<file path="config.mk">
export PLATFORM = sky130hd
export DESIGN_NAME = ex_stage
export DESIGN_NICKNAME = d
export VERILOG_FILES = /design/src/verilog/riscv_pkg.sv /design/src/verilog/pipe_pkg.sv /design/src/verilog/agu.sv /design/src/verilog/alu.sv /design/src/verilog/branch_unit.sv /design/src/verilog/ex_ctrl.sv /design/src/verilog/ex_stage.sv
export SDC_FILE = /design/constraint.sdc
export NUM_CORES = 1
export LEC_CHECK = 0
export BUFFER_PORTS_ARGS = -buffer_cell sky130_fd_sc_hd__buf_2
export CAP_MARGIN = 10
export CORE_ASPECT_RATIO = 0.9
export CORE_MARGIN = 2
export CORE_UTILIZATION = 38
export CTS_CLUSTER_SIZE = 16
export DETAILED_ROUTE_END_ITERATION = 10
export SYNTH_ARGS = -nofsm -noshare
export SYNTH_HDL_FRONTEND = slang
export SYNTH_SLANG_ARGS = --single-unit
</file>
<file path="constraint.sdc">
create_clock -name clk -period 5.5 [get_ports clk]
set_input_delay 0.55 -clock clk [delete_from_list [all_inputs] [get_ports clk]]
set_output_delay 0.55 -clock clk [all_outputs]
set_load 0.02 [all_outputs]
</file>
<file path="src/verilog/riscv_pkg.sv">
package riscv_pkg;

    localparam int XLEN       = 32;           // Data and address width.
    localparam int REG_ADDR_W = 5;            // Register index width.
    localparam int SHAMT_W    = 5;            // Shift amount width for RV32.
    localparam int INST_BYTES = 4;            // Bytes per instruction.

    localparam int ALU_SEL_W  = 5;
    localparam int OP_CLASS_W = 3;
    localparam int MEM_SIZE_W = 2;

    // Operation select produced by decode.
    typedef enum logic [ALU_SEL_W-1:0] {
        SEL_OR,
        SEL_AND,
        SEL_XOR,
        SEL_ADD,
        SEL_SLT,
        SEL_SLTU,
        SEL_SLL,
        SEL_SRL,                              // Arithmetic when opr2 bit 10 is set.
        SEL_LUI,
        SEL_AUIPC,
        SEL_JAL,
        SEL_JALR,
        SEL_BEQ,
        SEL_BNE,
        SEL_BLT,
        SEL_BGE,
        SEL_BLTU,
        SEL_BGEU,
        SEL_LB,
        SEL_LH,
        SEL_LW,
        SEL_LBU,
        SEL_LHU,
        SEL_SB,
        SEL_SH,
        SEL_SW,
        SEL_NOP
    } alu_sel_e;

    // Unit that owns a select.
    typedef enum logic [OP_CLASS_W-1:0] {
        CLS_ALU,
        CLS_BRANCH,
        CLS_JUMP,
        CLS_LOAD,
        CLS_STORE,
        CLS_NONE
    } op_class_e;

    // Memory access size where zero means no access.
    typedef enum logic [MEM_SIZE_W-1:0] {
        MEM_NONE = 2'd0,
        MEM_BYTE = 2'd1,
        MEM_HALF = 2'd2,
        MEM_WORD = 2'd3
    } mem_size_e;

endpackage
</file>
<file path="src/verilog/pipe_pkg.sv">
package pipe_pkg;

    // Decoded instruction entering execute.
    typedef struct packed {
        logic                                valid;
        riscv_pkg::alu_sel_e                 alu_sel;
        logic [riscv_pkg::XLEN-1:0]          opr1;     // Rs1, or upper immediate for LUI.
        logic [riscv_pkg::XLEN-1:0]          opr2;     // Rs2 or I-immediate.
        logic [riscv_pkg::XLEN-1:0]          opr3;     // Branch or store immediate.
        logic [riscv_pkg::XLEN-1:0]          opr4;     // Instruction PC.
        logic [riscv_pkg::REG_ADDR_W-1:0]    wd;
        logic                                wreg;
    } ex_in_t;

    // Request toward the data memory.
    typedef struct packed {
        logic [riscv_pkg::XLEN-1:0]          addr;
        logic                                write;    // 1 for store, 0 for load.
        riscv_pkg::mem_size_e                size;
        logic                                signed_ld;
    } mem_req_t;

    // Registered result toward the memory stage.
    typedef struct packed {
        logic                                valid;
        logic [riscv_pkg::REG_ADDR_W-1:0]    wd;
        logic                                wreg;
        logic [riscv_pkg::XLEN-1:0]          wdata;    // Result, link or store data.
        mem_req_t                            mem;
    } ex_out_t;

    // Fetch redirect.
    typedef struct packed {
        logic                                taken;
        logic [riscv_pkg::XLEN-1:0]          npc;
    } redirect_t;

endpackage

</file>
<file path="src/verilog/agu.sv">
`timescale 1ns/1ps

module agu (
    input  riscv_pkg::alu_sel_e          alu_sel_i,
    input  logic [riscv_pkg::XLEN-1:0]   opr1_i,
    input  logic [riscv_pkg::XLEN-1:0]   opr2_i,
    input  logic [riscv_pkg::XLEN-1:0]   opr3_i,
    output pipe_pkg::mem_req_t           mem_req_o
);

    logic [riscv_pkg::XLEN-1:0]  ld_addr;
    logic [riscv_pkg::XLEN-1:0]  st_addr;

    assign ld_addr = opr1_i + opr2_i;          // Base plus I-immediate.
    assign st_addr = opr1_i + opr3_i;          // Base plus S-immediate.

    always_comb begin
        mem_req_o.addr      = ld_addr;
        mem_req_o.write     = 1'b0;
        mem_req_o.size      = riscv_pkg::MEM_NONE;
        mem_req_o.signed_ld = 1'b0;
        case (alu_sel_i)
            riscv_pkg::SEL_LB, riscv_pkg::SEL_LBU: mem_req_o.size = riscv_pkg::MEM_BYTE;
            riscv_pkg::SEL_LH, riscv_pkg::SEL_LHU: mem_req_o.size = riscv_pkg::MEM_HALF;
            riscv_pkg::SEL_LW:                     mem_req_o.size = riscv_pkg::MEM_WORD;
            riscv_pkg::SEL_SB:                     mem_req_o.size = riscv_pkg::MEM_BYTE;
            riscv_pkg::SEL_SH:                     mem_req_o.size = riscv_pkg::MEM_HALF;
            riscv_pkg::SEL_SW:                     mem_req_o.size = riscv_pkg::MEM_WORD;
            default:                               mem_req_o.size = riscv_pkg::MEM_NONE;
        endcase
        if (alu_sel_i inside {riscv_pkg::SEL_LB, riscv_pkg::SEL_LH, riscv_pkg::SEL_LW}) begin
            mem_req_o.signed_ld = 1'b1;        // Sign-extend on return.
        end
        if (alu_sel_i inside {riscv_pkg::SEL_SB, riscv_pkg::SEL_SH, riscv_pkg::SEL_SW}) begin
            mem_req_o.addr  = st_addr;
            mem_req_o.write = 1'b1;
        end

        assert (!(mem_req_o.write && mem_req_o.size == riscv_pkg::MEM_NONE))
            else $error("agu: store request without an access size");
    end

endmodule

</file>
<file path="src/verilog/alu.sv">
`timescale 1ns/1ps

module alu (
    input  riscv_pkg::alu_sel_e          alu_sel_i,
    input  logic [riscv_pkg::XLEN-1:0]   opr1_i,
    input  logic [riscv_pkg::XLEN-1:0]   opr2_i,
    input  logic [riscv_pkg::XLEN-1:0]   opr4_i,
    output logic [riscv_pkg::XLEN-1:0]   result_o
);

    logic [riscv_pkg::SHAMT_W-1:0]  shamt;
    logic                           arith;
    logic                           lt_signed;
    logic                           lt_unsigned;
    logic [riscv_pkg::XLEN-1:0]     shr_result;
    logic [riscv_pkg::XLEN-1:0]     link_addr;

    assign shamt       = opr2_i[riscv_pkg::SHAMT_W-1:0];
    assign arith       = opr2_i[10];     // Set for SRA and SRAI.
    assign lt_signed   = $signed(opr1_i) < $signed(opr2_i);
    assign lt_unsigned = opr1_i < opr2_i;
    assign link_addr   = opr4_i + riscv_pkg::XLEN'(riscv_pkg::INST_BYTES);

    // Arithmetic right shift when opr2 bit 10 is set.
    always_comb begin
        if (arith) begin
            shr_result = $signed(opr1_i) >>> shamt;
        end else begin
            shr_result = opr1_i >> shamt;
        end
    end

    always_comb begin
        case (alu_sel_i)
            riscv_pkg::SEL_OR: begin
                result_o = opr1_i | opr2_i;
            end
            riscv_pkg::SEL_AND: begin
                result_o = opr1_i & opr2_i;
            end
            riscv_pkg::SEL_XOR: begin
                result_o = opr1_i ^ opr2_i;
            end
            riscv_pkg::SEL_ADD: begin
                result_o = opr1_i + opr2_i;
            end
            riscv_pkg::SEL_SLT: begin
                result_o = {{(riscv_pkg::XLEN-1){1'b0}}, lt_signed};   // 1 or 0.
            end
            riscv_pkg::SEL_SLTU: begin
                result_o = {{(riscv_pkg::XLEN-1){1'b0}}, lt_unsigned};
            end
            riscv_pkg::SEL_SLL: begin
                result_o = opr1_i << shamt;
            end
            riscv_pkg::SEL_SRL: begin
                result_o = shr_result;
            end
            riscv_pkg::SEL_LUI: begin
                result_o = opr1_i;             // Immediate already shifted by decode.
            end
            riscv_pkg::SEL_AUIPC: begin
                result_o = opr1_i + opr4_i;
            end
            riscv_pkg::SEL_JAL, riscv_pkg::SEL_JALR: begin
                result_o = link_addr;          // Return address.
            end
            default: begin
                result_o = '0;
            end
        endcase
    end

endmodule

</file>
<file path="src/verilog/branch_unit.sv">
`timescale 1ns/1ps

module branch_unit (
    input  riscv_pkg::alu_sel_e          alu_sel_i,
    input  logic [riscv_pkg::XLEN-1:0]   opr1_i,
    input  logic [riscv_pkg::XLEN-1:0]   opr2_i,
    input  logic [riscv_pkg::XLEN-1:0]   opr3_i,
    input  logic [riscv_pkg::XLEN-1:0]   opr4_i,
    output logic                         cond_met_o,
    output logic [riscv_pkg::XLEN-1:0]   target_o
);

    logic                        eq;
    logic                        lt_s;
    logic                        lt_u;
    logic [riscv_pkg::XLEN-1:0]  jalr_sum;

    assign eq       = opr1_i == opr2_i;
    assign lt_s     = $signed(opr1_i) < $signed(opr2_i);
    assign lt_u     = opr1_i < opr2_i;
    assign jalr_sum = opr1_i + opr2_i;

    always_comb begin
        cond_met_o = 1'b0;
        target_o   = opr3_i + opr4_i;          // PC-relative branch target.
        case (alu_sel_i)
            riscv_pkg::SEL_BEQ:  cond_met_o = eq;
            riscv_pkg::SEL_BNE:  cond_met_o = !eq;
            riscv_pkg::SEL_BLT:  cond_met_o = lt_s;
            riscv_pkg::SEL_BGE:  cond_met_o = !lt_s;
            riscv_pkg::SEL_BLTU: cond_met_o = lt_u;
            riscv_pkg::SEL_BGEU: cond_met_o = !lt_u;
            riscv_pkg::SEL_JAL:  target_o   = opr1_i + opr4_i;
            riscv_pkg::SEL_JALR: target_o   = {jalr_sum[riscv_pkg::XLEN-1:1], 1'b0};
            default: begin
                cond_met_o = 1'b0;
            end
        endcase

        // Fetch expects halfword-aligned register jumps.
        if (alu_sel_i == riscv_pkg::SEL_JALR) begin
            assert (target_o[0] == 1'b0)
                else $error("branch_unit: JALR target has bit 0 set");
        end
    end

endmodule

</file>
<file path="src/verilog/ex_ctrl.sv">
`timescale 1ns/1ps

module ex_ctrl (
    input  logic                         clk,
    input  logic                         rst_i,
    input  pipe_pkg::ex_in_t             ex_in_i,
    output riscv_pkg::alu_sel_e          alu_sel_o,
    input  logic [riscv_pkg::XLEN-1:0]   alu_result_i,
    input  logic                         cond_met_i,
    input  logic [riscv_pkg::XLEN-1:0]   target_i,
    input  pipe_pkg::mem_req_t           mem_req_i,
    output pipe_pkg::ex_out_t            ex_out_o,
    output pipe_pkg::redirect_t          redirect_o
);

    riscv_pkg::op_class_e  op_class;
    logic                  issue;
    logic                  mem_en;
    logic                  squash_q;         // Previous cycle raised a redirect.
    pipe_pkg::ex_out_t     out_nxt;
    pipe_pkg::ex_out_t     out_q;
    pipe_pkg::redirect_t   redir_nxt;
    pipe_pkg::redirect_t   redir_q;

    assign alu_sel_o = ex_in_i.alu_sel;
    assign issue     = ex_in_i.valid && !squash_q; // Wrong-path slot is dropped.

    always_comb begin
        case (ex_in_i.alu_sel)
            riscv_pkg::SEL_OR, riscv_pkg::SEL_AND, riscv_pkg::SEL_XOR, riscv_pkg::SEL_ADD,
            riscv_pkg::SEL_SLT, riscv_pkg::SEL_SLTU, riscv_pkg::SEL_SLL, riscv_pkg::SEL_SRL,
            riscv_pkg::SEL_LUI, riscv_pkg::SEL_AUIPC:
                op_class = riscv_pkg::CLS_ALU;
            riscv_pkg::SEL_JAL, riscv_pkg::SEL_JALR:
                op_class = riscv_pkg::CLS_JUMP;
            riscv_pkg::SEL_BEQ, riscv_pkg::SEL_BNE, riscv_pkg::SEL_BLT, riscv_pkg::SEL_BGE,
            riscv_pkg::SEL_BLTU, riscv_pkg::SEL_BGEU:
                op_class = riscv_pkg::CLS_BRANCH;
            riscv_pkg::SEL_LB, riscv_pkg::SEL_LH, riscv_pkg::SEL_LW, riscv_pkg::SEL_LBU,
            riscv_pkg::SEL_LHU:
                op_class = riscv_pkg::CLS_LOAD;
            riscv_pkg::SEL_SB, riscv_pkg::SEL_SH, riscv_pkg::SEL_SW:
                op_class = riscv_pkg::CLS_STORE;
            default:
                op_class = riscv_pkg::CLS_NONE;
        endcase
    end

    assign mem_en = issue && (op_class == riscv_pkg::CLS_LOAD ||
                              op_class == riscv_pkg::CLS_STORE);

    always_comb begin
        out_nxt       = '0;
        out_nxt.valid = issue;
        out_nxt.wd    = ex_in_i.wd;
        out_nxt.wreg  = issue && ex_in_i.wreg;
        case (op_class)
            riscv_pkg::CLS_ALU, riscv_pkg::CLS_JUMP: out_nxt.wdata = alu_result_i;
            riscv_pkg::CLS_STORE:                    out_nxt.wdata = ex_in_i.opr2;
            default:                                 out_nxt.wdata = '0;
        endcase
        out_nxt.mem       = mem_req_i;
        out_nxt.mem.write = mem_en && mem_req_i.write;
        if (!mem_en) begin
            out_nxt.mem.size = riscv_pkg::MEM_NONE;
        end

        redir_nxt.taken = issue && (op_class == riscv_pkg::CLS_JUMP ||
                                    (op_class == riscv_pkg::CLS_BRANCH && cond_met_i));
        redir_nxt.npc   = target_i;
    end

    always_ff @(posedge clk) begin
        out_q    <= out_nxt;
        redir_q  <= redir_nxt;
        squash_q <= redir_nxt.taken;
        if (rst_i) begin
            out_q.valid    <= 1'b0;
            out_q.wreg     <= 1'b0;
            out_q.mem.size <= riscv_pkg::MEM_NONE;
            out_q.mem.write <= 1'b0;
            redir_q.taken  <= 1'b0;
            squash_q       <= 1'b0;
        end
    end

    assign ex_out_o   = out_q;
    assign redirect_o = redir_q;

    // A redirect always travels with its own instruction.
    a_taken_valid: assert property (@(posedge clk) disable iff (rst_i)
        redirect_o.taken |-> ex_out_o.valid);

    // The slot behind a redirect leaves no trace.
    a_squash_kill: assert property (@(posedge clk) disable iff (rst_i)
        squash_q |=> !ex_out_o.valid && !ex_out_o.wreg && !redirect_o.taken);

endmodule

</file>
<file path="src/verilog/ex_stage.sv">
`timescale 1ns/1ps

module ex_stage (
    input  logic                  clk,
    input  logic                  rst_i,
    input  pipe_pkg::ex_in_t      ex_in_i,
    output pipe_pkg::ex_out_t     ex_out_o,
    output pipe_pkg::redirect_t   redirect_o
);

    riscv_pkg::alu_sel_e          alu_sel;
    logic [riscv_pkg::XLEN-1:0]   alu_result;
    logic                         cond_met;
    logic [riscv_pkg::XLEN-1:0]   target;
    pipe_pkg::mem_req_t           mem_req;

    ex_ctrl u_ctrl (
        .clk          (clk),
        .rst_i        (rst_i),
        .ex_in_i      (ex_in_i),
        .alu_sel_o    (alu_sel),
        .alu_result_i (alu_result),
        .cond_met_i   (cond_met),
        .target_i     (target),
        .mem_req_i    (mem_req),
        .ex_out_o     (ex_out_o),
        .redirect_o   (redirect_o)
    );

    alu u_alu (
        .alu_sel_i (alu_sel),
        .opr1_i    (ex_in_i.opr1),
        .opr2_i    (ex_in_i.opr2),
        .opr4_i    (ex_in_i.opr4),
        .result_o  (alu_result)
    );

    branch_unit u_branch (
        .alu_sel_i  (alu_sel),
        .opr1_i     (ex_in_i.opr1),
        .opr2_i     (ex_in_i.opr2),
        .opr3_i     (ex_in_i.opr3),
        .opr4_i     (ex_in_i.opr4),
        .cond_met_o (cond_met),
        .target_o   (target)
    );

    agu u_agu (
        .alu_sel_i (alu_sel),
        .opr1_i    (ex_in_i.opr1),
        .opr2_i    (ex_in_i.opr2),
        .opr3_i    (ex_in_i.opr3),
        .mem_req_o (mem_req)
    );

endmodule

</file>
==> results.cfg, run 1 <==
[run_status]
outcome = finished, final reports clean

[yosys]
yosys_register_bits = 108
yosys.area.top_type = ha_1
synth_compound_area_share_pct = 31.9
synth_top_area_share_pct = 14.9
synth-xor-area-share_pct = 7.48
async_reset_ff_share_pct = 0
synth_flop_cell = dfxtp_1
ys_seq_area_share_pct = 13.5
synthMuxAreaShare_pct = 8.40
synth_adder_area_share_pct = 15.4
synth.distinct_cells = 77
syn-num-nets = 2532
yosysWarningCount = 0
avgSynthCellArea_um2 = 7.31
synth_top_family_by_area = compound AO/OA/AOI/OAI gates
synthCells = 2195
yosys.cell_count.top_type = nand2_1
synth-simple-area-share_pct = 17.5
synth.cells.most_frequent = nand2_1 (209), nor2_1 (200), ha_1 (191), o21ai_0 (184), a21oi_1 (178)
synth_edf_count = 0
synth_area_leaders = ha_1 (15%), dfxtp_1 (13%), mux2i_1 (6.4%), o21ai_0 (5.7%), a21oi_1 (5.6%)
syn-cell-area_mm2 = 0.0160

[route]
postRouteAntennaNets = 0
drc = 0
drt-total-wl_um = 75500
wire_per_inst_um = 26.0
vias_per_cell = 6.33
firstDrtPassIters = 6
vias = 18400
drtIter0Drc = 2389

[power]
power_frac_clock_pct = 18.2
p_sw_share_pct = 47.3
p_switching_uw = 1770
share_seq_of_total_power_pct = 26.0
combPwrFrac_pct = 55.9
power_density_mw_per_mm2 = 208
p_int_uw = 1970
irDropWorstVdd_mv = 0.149
p_total_uw = 3740
p_leak_uw = 0.00826

[global_routing]
grt_usage_pct = 33.4
overflow = 0
grt_max_degree = 96
antenna_found_initial = 0
grt_pass1_wl_um = 109000
grt_pass1_vias = 16800

[worst_setup_path]
crit_path_max_fanout = 95
cp.required_ns = 5.75
setup.worst_path.class = input pin to flop
cp.arrival_ns = 3.92
critPathLaunchType = input pin
end_kind = flop

[clock_tree]
clkTransAtPathRegs_ns = 0.08
tritoncts = done
cts-root-buf = clkbuf_16
cts_setup_buffers = 0
worstSkewPairLatency_ns = 0.38
h-tree-depth = 3
cts_hold_buf = 0
clk_path_buf_depth = 2
cts_sinks = 108
numCtsBuffers = 9
cts_resized = 0

[timing]
max_freq_mhz = 273
report.final.slew_viol_count = 0
holdWs_ns = 0.264
tightest_slew_ns = 1.18
clock_skew_ns = 0.000633
rsz0062_at_grt = no
final_hold_viol_count = 0
slew-limit-headroom_pct = 21.4
fin_tns_setup_ns = 0
period_minus_slack_ns = 3.67
period_share_pct = 66.7
finalSetupViolCount = 0

[die]
io_pins = 250
die_w_um = 221
start_util_pct = 38.4
die_height_um = 199
rows = 71
die_area_mm2 = 0.0439
core_mm2 = 0.0418

[min_path]
hp-class = input pin to flop

[cells_and_area]
layout-drive-gt1-share_pct = 14.8
nets = 2691
multiInputGateArea_mm2 = 0.0130
fillers = 4336
seqCellArea_mm2 = 0.00216
areaGrowthSynthToFinish_pct = 12.3
antenna_cells = 0

[run]
maxCapViolations = 0

[placed_design]
gp_congestion = 1.04
port_buffers = 249
dp_hpwl_um = 60300
-- cell type report --
class                   count  area share [%]
clock buffers              11            1.40
inverters                 115            2.40
clock inverters             5           0.243
flip-flops and latches    108            12.0
multi-input cells        1844            72.0
repair buffers            276            8.12
well taps                 547            3.80
-- path summary, 6_finish.rpt --
path / startpoint / slack, ns / cells past startpoint / to
setup / recovery: ex_in_i[70] / 1.83 / 12 / u_ctrl.ex_out_o[50]
hold / removal: ex_in_i[1] / 0.26 / 1 / u_ctrl.ex_out_o[69]
setup reg to reg: u_ctrl.squash_q / 3.85 / 4 / u_ctrl.squash_q
hold reg to reg: u_ctrl.squash_q / 0.52 / 1 / u_ctrl.ex_out_o[74]
-- layout by cell type, fill, tap and decap left out, types with 31 or more instances in the layout --
cell and instances:
a21o_1 58, a21oi_1 178, a221oi_1 31, buf_2 249
dfxtp_1 108, ha_1 191, inv_1 112, mux2i_1 102
nand2_1 208, nand3_1 47, nor2_1 197, o211ai_1 45
o21ai_0 184, xnor2_1 98, xor2_1 39
-- registers in the layout, summed over array words and instances, names as in the netlist --
name	flops
u_ctrl.ex_out_o	75
u_ctrl.redirect_o	32
u_ctrl.squash_q	1
-- cells by family after synthesis --
logic type | count (synthesis)
xor+xnor | 137
buf+inv | 243
fa+ha+maj | 195
mux | 122
simple gates | 623
compound gates | 767
flops | 108
-- power groups by stage --
stage	clock network, uW	logic, uW	registers (uW)
after floorplan	0	1140	1160
after global placement	0	2010	989
after detailed placement	0	2020	991
after CTS	699	2030	973
after global routing	721	2240	981
final	679	2090	972
-- routing by layer --
layer	share of wire [%]	GRT usage, %	vias up	wire length [um]
li1	-	-	8386	-
met4	3.5	11.8	0	2620
met2	41	48.3	1104	30900
met1	45	49.0	8772	34000
met5	0	0	-	0
met3	10	5.92	133	7900
-- through the flow --
stage | instances | utilization [%] | cell area (um^2) | worst slack [ns]
after floorplan | 2195 | - | 16000 | 1.48
final | 2906 | 43.1 | 18000 | 1.83
after global placement | 2890 | 42.4 | 17700 | 1.63
after detailed placement | 2890 | 42.4 | 17700 | 1.58
after global routing | 2906 | 43.1 | 18000 | 1.65
after CTS | 2906 | 43.1 | 18000 | 1.97
-- worst max-delay path, stage by stage --
cell and delay, ns:
buf_2 0.16, buf_12 0.38, inv_1 0.29, ha_1 0.34, mux2i_1 0.44, nand2_1 0.09
o21ai_0 0.29, mux2i_1 0.30, nand2_1 0.17, a22o_1 0.27, o2111ai_1 0.21, a221o_1 0.36
Power figures use the tool's default switching activity.
==> run 2: changes to the inputs <==
Settings changed: ABC_AREA from default to 1.
Clock period 5.5 ns to 3.5 ns, I/O delays scaled along.
==> run 2 against run 1 <==
Against the previous run: first-iteration DRC count up 61%; non-clock buffer count grew 26; total power is 63% higher; clock skew increased by 0.0024 ns; global-route usage is 5.7 points higher; area after synthesis grew 13%; clock power increased by 71%; combinational power increased by 65%; utilization increased by 0.35 points; sequential power up 54%; hold slack worse by 0.23 ns; largest cell class unchanged.
==> results.cfg, run 2 <==
[cells_and_area]
layout-drive-gt1-share_pct = 10.9
final_common_cell = nand2_1
largest_register_ffs = 75
fin_area_mm2 = 0.0204
antenna_cells = 0
most-common-layout-cells = nand2_1 (898), nand3_1 (337), nor2_1 (304)
postLayoutCoreUtil_pct = 43.5
fillers = 5339
nets = 3738
areaGrowthSynthToFinish_pct = 12.4

[yosys]
yosys.area.top_type = nand2_1
avgSynthCellArea_um2 = 5.68
ys_seq_area_share_pct = 11.9
syn-cell-area_mm2 = 0.0181
synth_flop_cell = dfxtp_1
synth_area_leaders = nand2_1 (19%), ha_1 (13%), dfxtp_1 (12%), nand3_1 (9.3%), o21ai_0 (6.9%)
yosysWarningCount = 0
yosys_register_bits = 108
synth.cells.most_frequent = nand2_1 (898), nand3_1 (337), nor2_1 (305), inv_1 (292), o21ai_0 (251)
synthCells = 3190
synth_edf_count = 0
yosys.cell_count.top_type = nand2_1
synth_top_area_share_pct = 18.6
async_reset_ff_share_pct = 0
syn-num-nets = 3527
synth.distinct_cells = 57

[worst_setup_path]
crit_chain = buf_2 -> buf_12 -> nand2_1 -> o21a_1 -> nand2_1 -> nand2_1 -> o21ai_0 -> nand2_1 -> nand2_1 -> nand2_1 -> nor2_1 -> o21ai_0 -> buf_4 -> o211ai_1
critPathLaunchType = input pin
crit_path_max_incr_delay_ns = 0.61
cp.required_ns = 3.83
cp.arrival_ns = 3.00
critPathSlowestCell = o21ai_0
end_kind = flop
crit_top_cell = nand2_1
crit_path_max_fanout = 53
setup.worst_path.class = input pin to flop

[run]
maxCapViolations = 0

[power]
p_total_uw = 6100
irDropWorstVdd_mv = 0.363
p_leak_uw = 0.0100
power_density_mw_per_mm2 = 300

[clock_tree]
h-tree-depth = 3
cts_resized = 0
cts_hold_buf = 0
cts_sinks = 108
numCtsBuffers = 9
tritoncts = done
cts-root-buf = clkbuf_16
cts_setup_buffers = 0
clkTransAtPathRegs_ns = 0.09
worstSkewPairLatency_ns = 0.41
clk_path_buf_depth = 2

[global_routing]
antenna_found_initial = 0
grt_pass1_wl_um = 141000
overflow = 0
grt_pass1_vias = 21000
grt_max_degree = 62
grt_usage_pct = 39.1

[route]
vias_per_cell = 5.95
drtIter0Drc = 3838
drt-total-wl_um = 99100
drc = 0
firstDrtPassIters = 7
wire_per_inst_um = 24.6
vias = 23900
postRouteAntennaNets = 0

[die]
io_pins = 250
core_mm2 = 0.0468
start_util_pct = 38.7
rows = 75
die_height_um = 211
die_w_um = 234
die_area_mm2 = 0.0494

[timing]
clock_skew_ns = 0.00302
rsz0062_at_grt = no
period_share_pct = 76.1
finalSetupViolCount = 0
report.final.slew_viol_count = 0
holdWs_ns = 0.0297
tightest_slew_ns = 0.966
final_hold_viol_count = 0
fin_tns_setup_ns = 0
max_freq_mhz = 375
slew-limit-headroom_pct = 35.5
period_minus_slack_ns = 2.66

[placed_design]
port_buffers = 249
gp_congestion = 1.03
placed_area_mm2 = 0.0201
dp_hpwl_um = 82700

[run_status]
outcome = finished, final reports clean

[min_path]
hp-class = input pin to flop
==> run 2: cell types whose count changed after synthesis, moves of 65 or more <==
cell	previous run	this run
a21oi_1	178	243
inv_1	113	292
mux2i_1	102	6
nand2_1	209	898
nand3_1	47	337
nor2_1	200	305
o21ai_0	184	251
xnor2_1	98	13
==> run 2: critical path, delay by kind of cell <==
| family | cells | cell delay, ns |
|---|---|---|
| compound gates | 4 | 1.05 |
| simple gates | 7 | 0.90 |
| buf+inv | 3 | 0.64 |
==> run 2: layout make-up <==
cell class | instances | area (um^2) | share of cell area (%)
Clock buffer | 10 | 239 | 1.17
Clock inverter | 6 | 57.6 | 0.283
Inverter | 310 | 1170 | 5.73
Multi-Input combinational cell | 2670 | 14300 | 70.1
Sequential cell | 108 | 2160 | 10.6
Tap cell | 616 | 771 | 3.79
Timing Repair Buffer | 302 | 1680 | 8.26
==> run 2: power by group <==
part	internal, uW	leakage [uW]	switching (uW)	total, uW
Sequential	1420	0.000904	72.0	1500
Clock	518	0.000144	640	1160
Combinational	991	0.00896	2460	3450
==> run 2: kinds of logic after synthesis <==
group,count (synthesis),synth area share (%)
AO/OA/AOI/OAI,701,22.1
XOR/XNOR,47,2.27
adder cells (fa/ha/maj),195,13.6
buffers and inverters,412,9.21
flip-flops,108,11.9
multiplexers,6,0.332
AND/OR/NAND/NOR,1721,40.5
==> run 2: final timing paths <==
path	start	slack, ns	endpoint	cells past startpoint
setup / recovery	ex_in_i[70]	0.84	u_ctrl.ex_out_o[42]	14
hold / removal	ex_in_i[1]	0.03	u_ctrl.ex_out_o[69]	1
setup reg to reg	u_ctrl.squash_q	2.29	u_ctrl.ex_out_o[2]	5
hold reg to reg	u_ctrl.squash_q	0.56	u_ctrl.ex_out_o[68]	3
==> run 2: metal layers <==
layer / vias up / routed length [um] / GRT usage, %
li1: 11200 / - / -
met1: 11000 / 44300 / 57.0
met2: 1521 / 39800 / 55.9
met3: 157 / 11600 / 8.91
met4: 0 / 3420 / 12.6
met5: - / 0 / 0
==> run 2: through the flow <==
stage | std cells | setup WS (ns)
2_1_floorplan | 3190 | 0.888
4_1_cts | 4022 | 0.980
3_3_place_gp | 4006 | 0.577
3_5_place_dp | 4006 | 0.560
5_1_grt | 4022 | 0.726
6_report | 4022 | 0.836
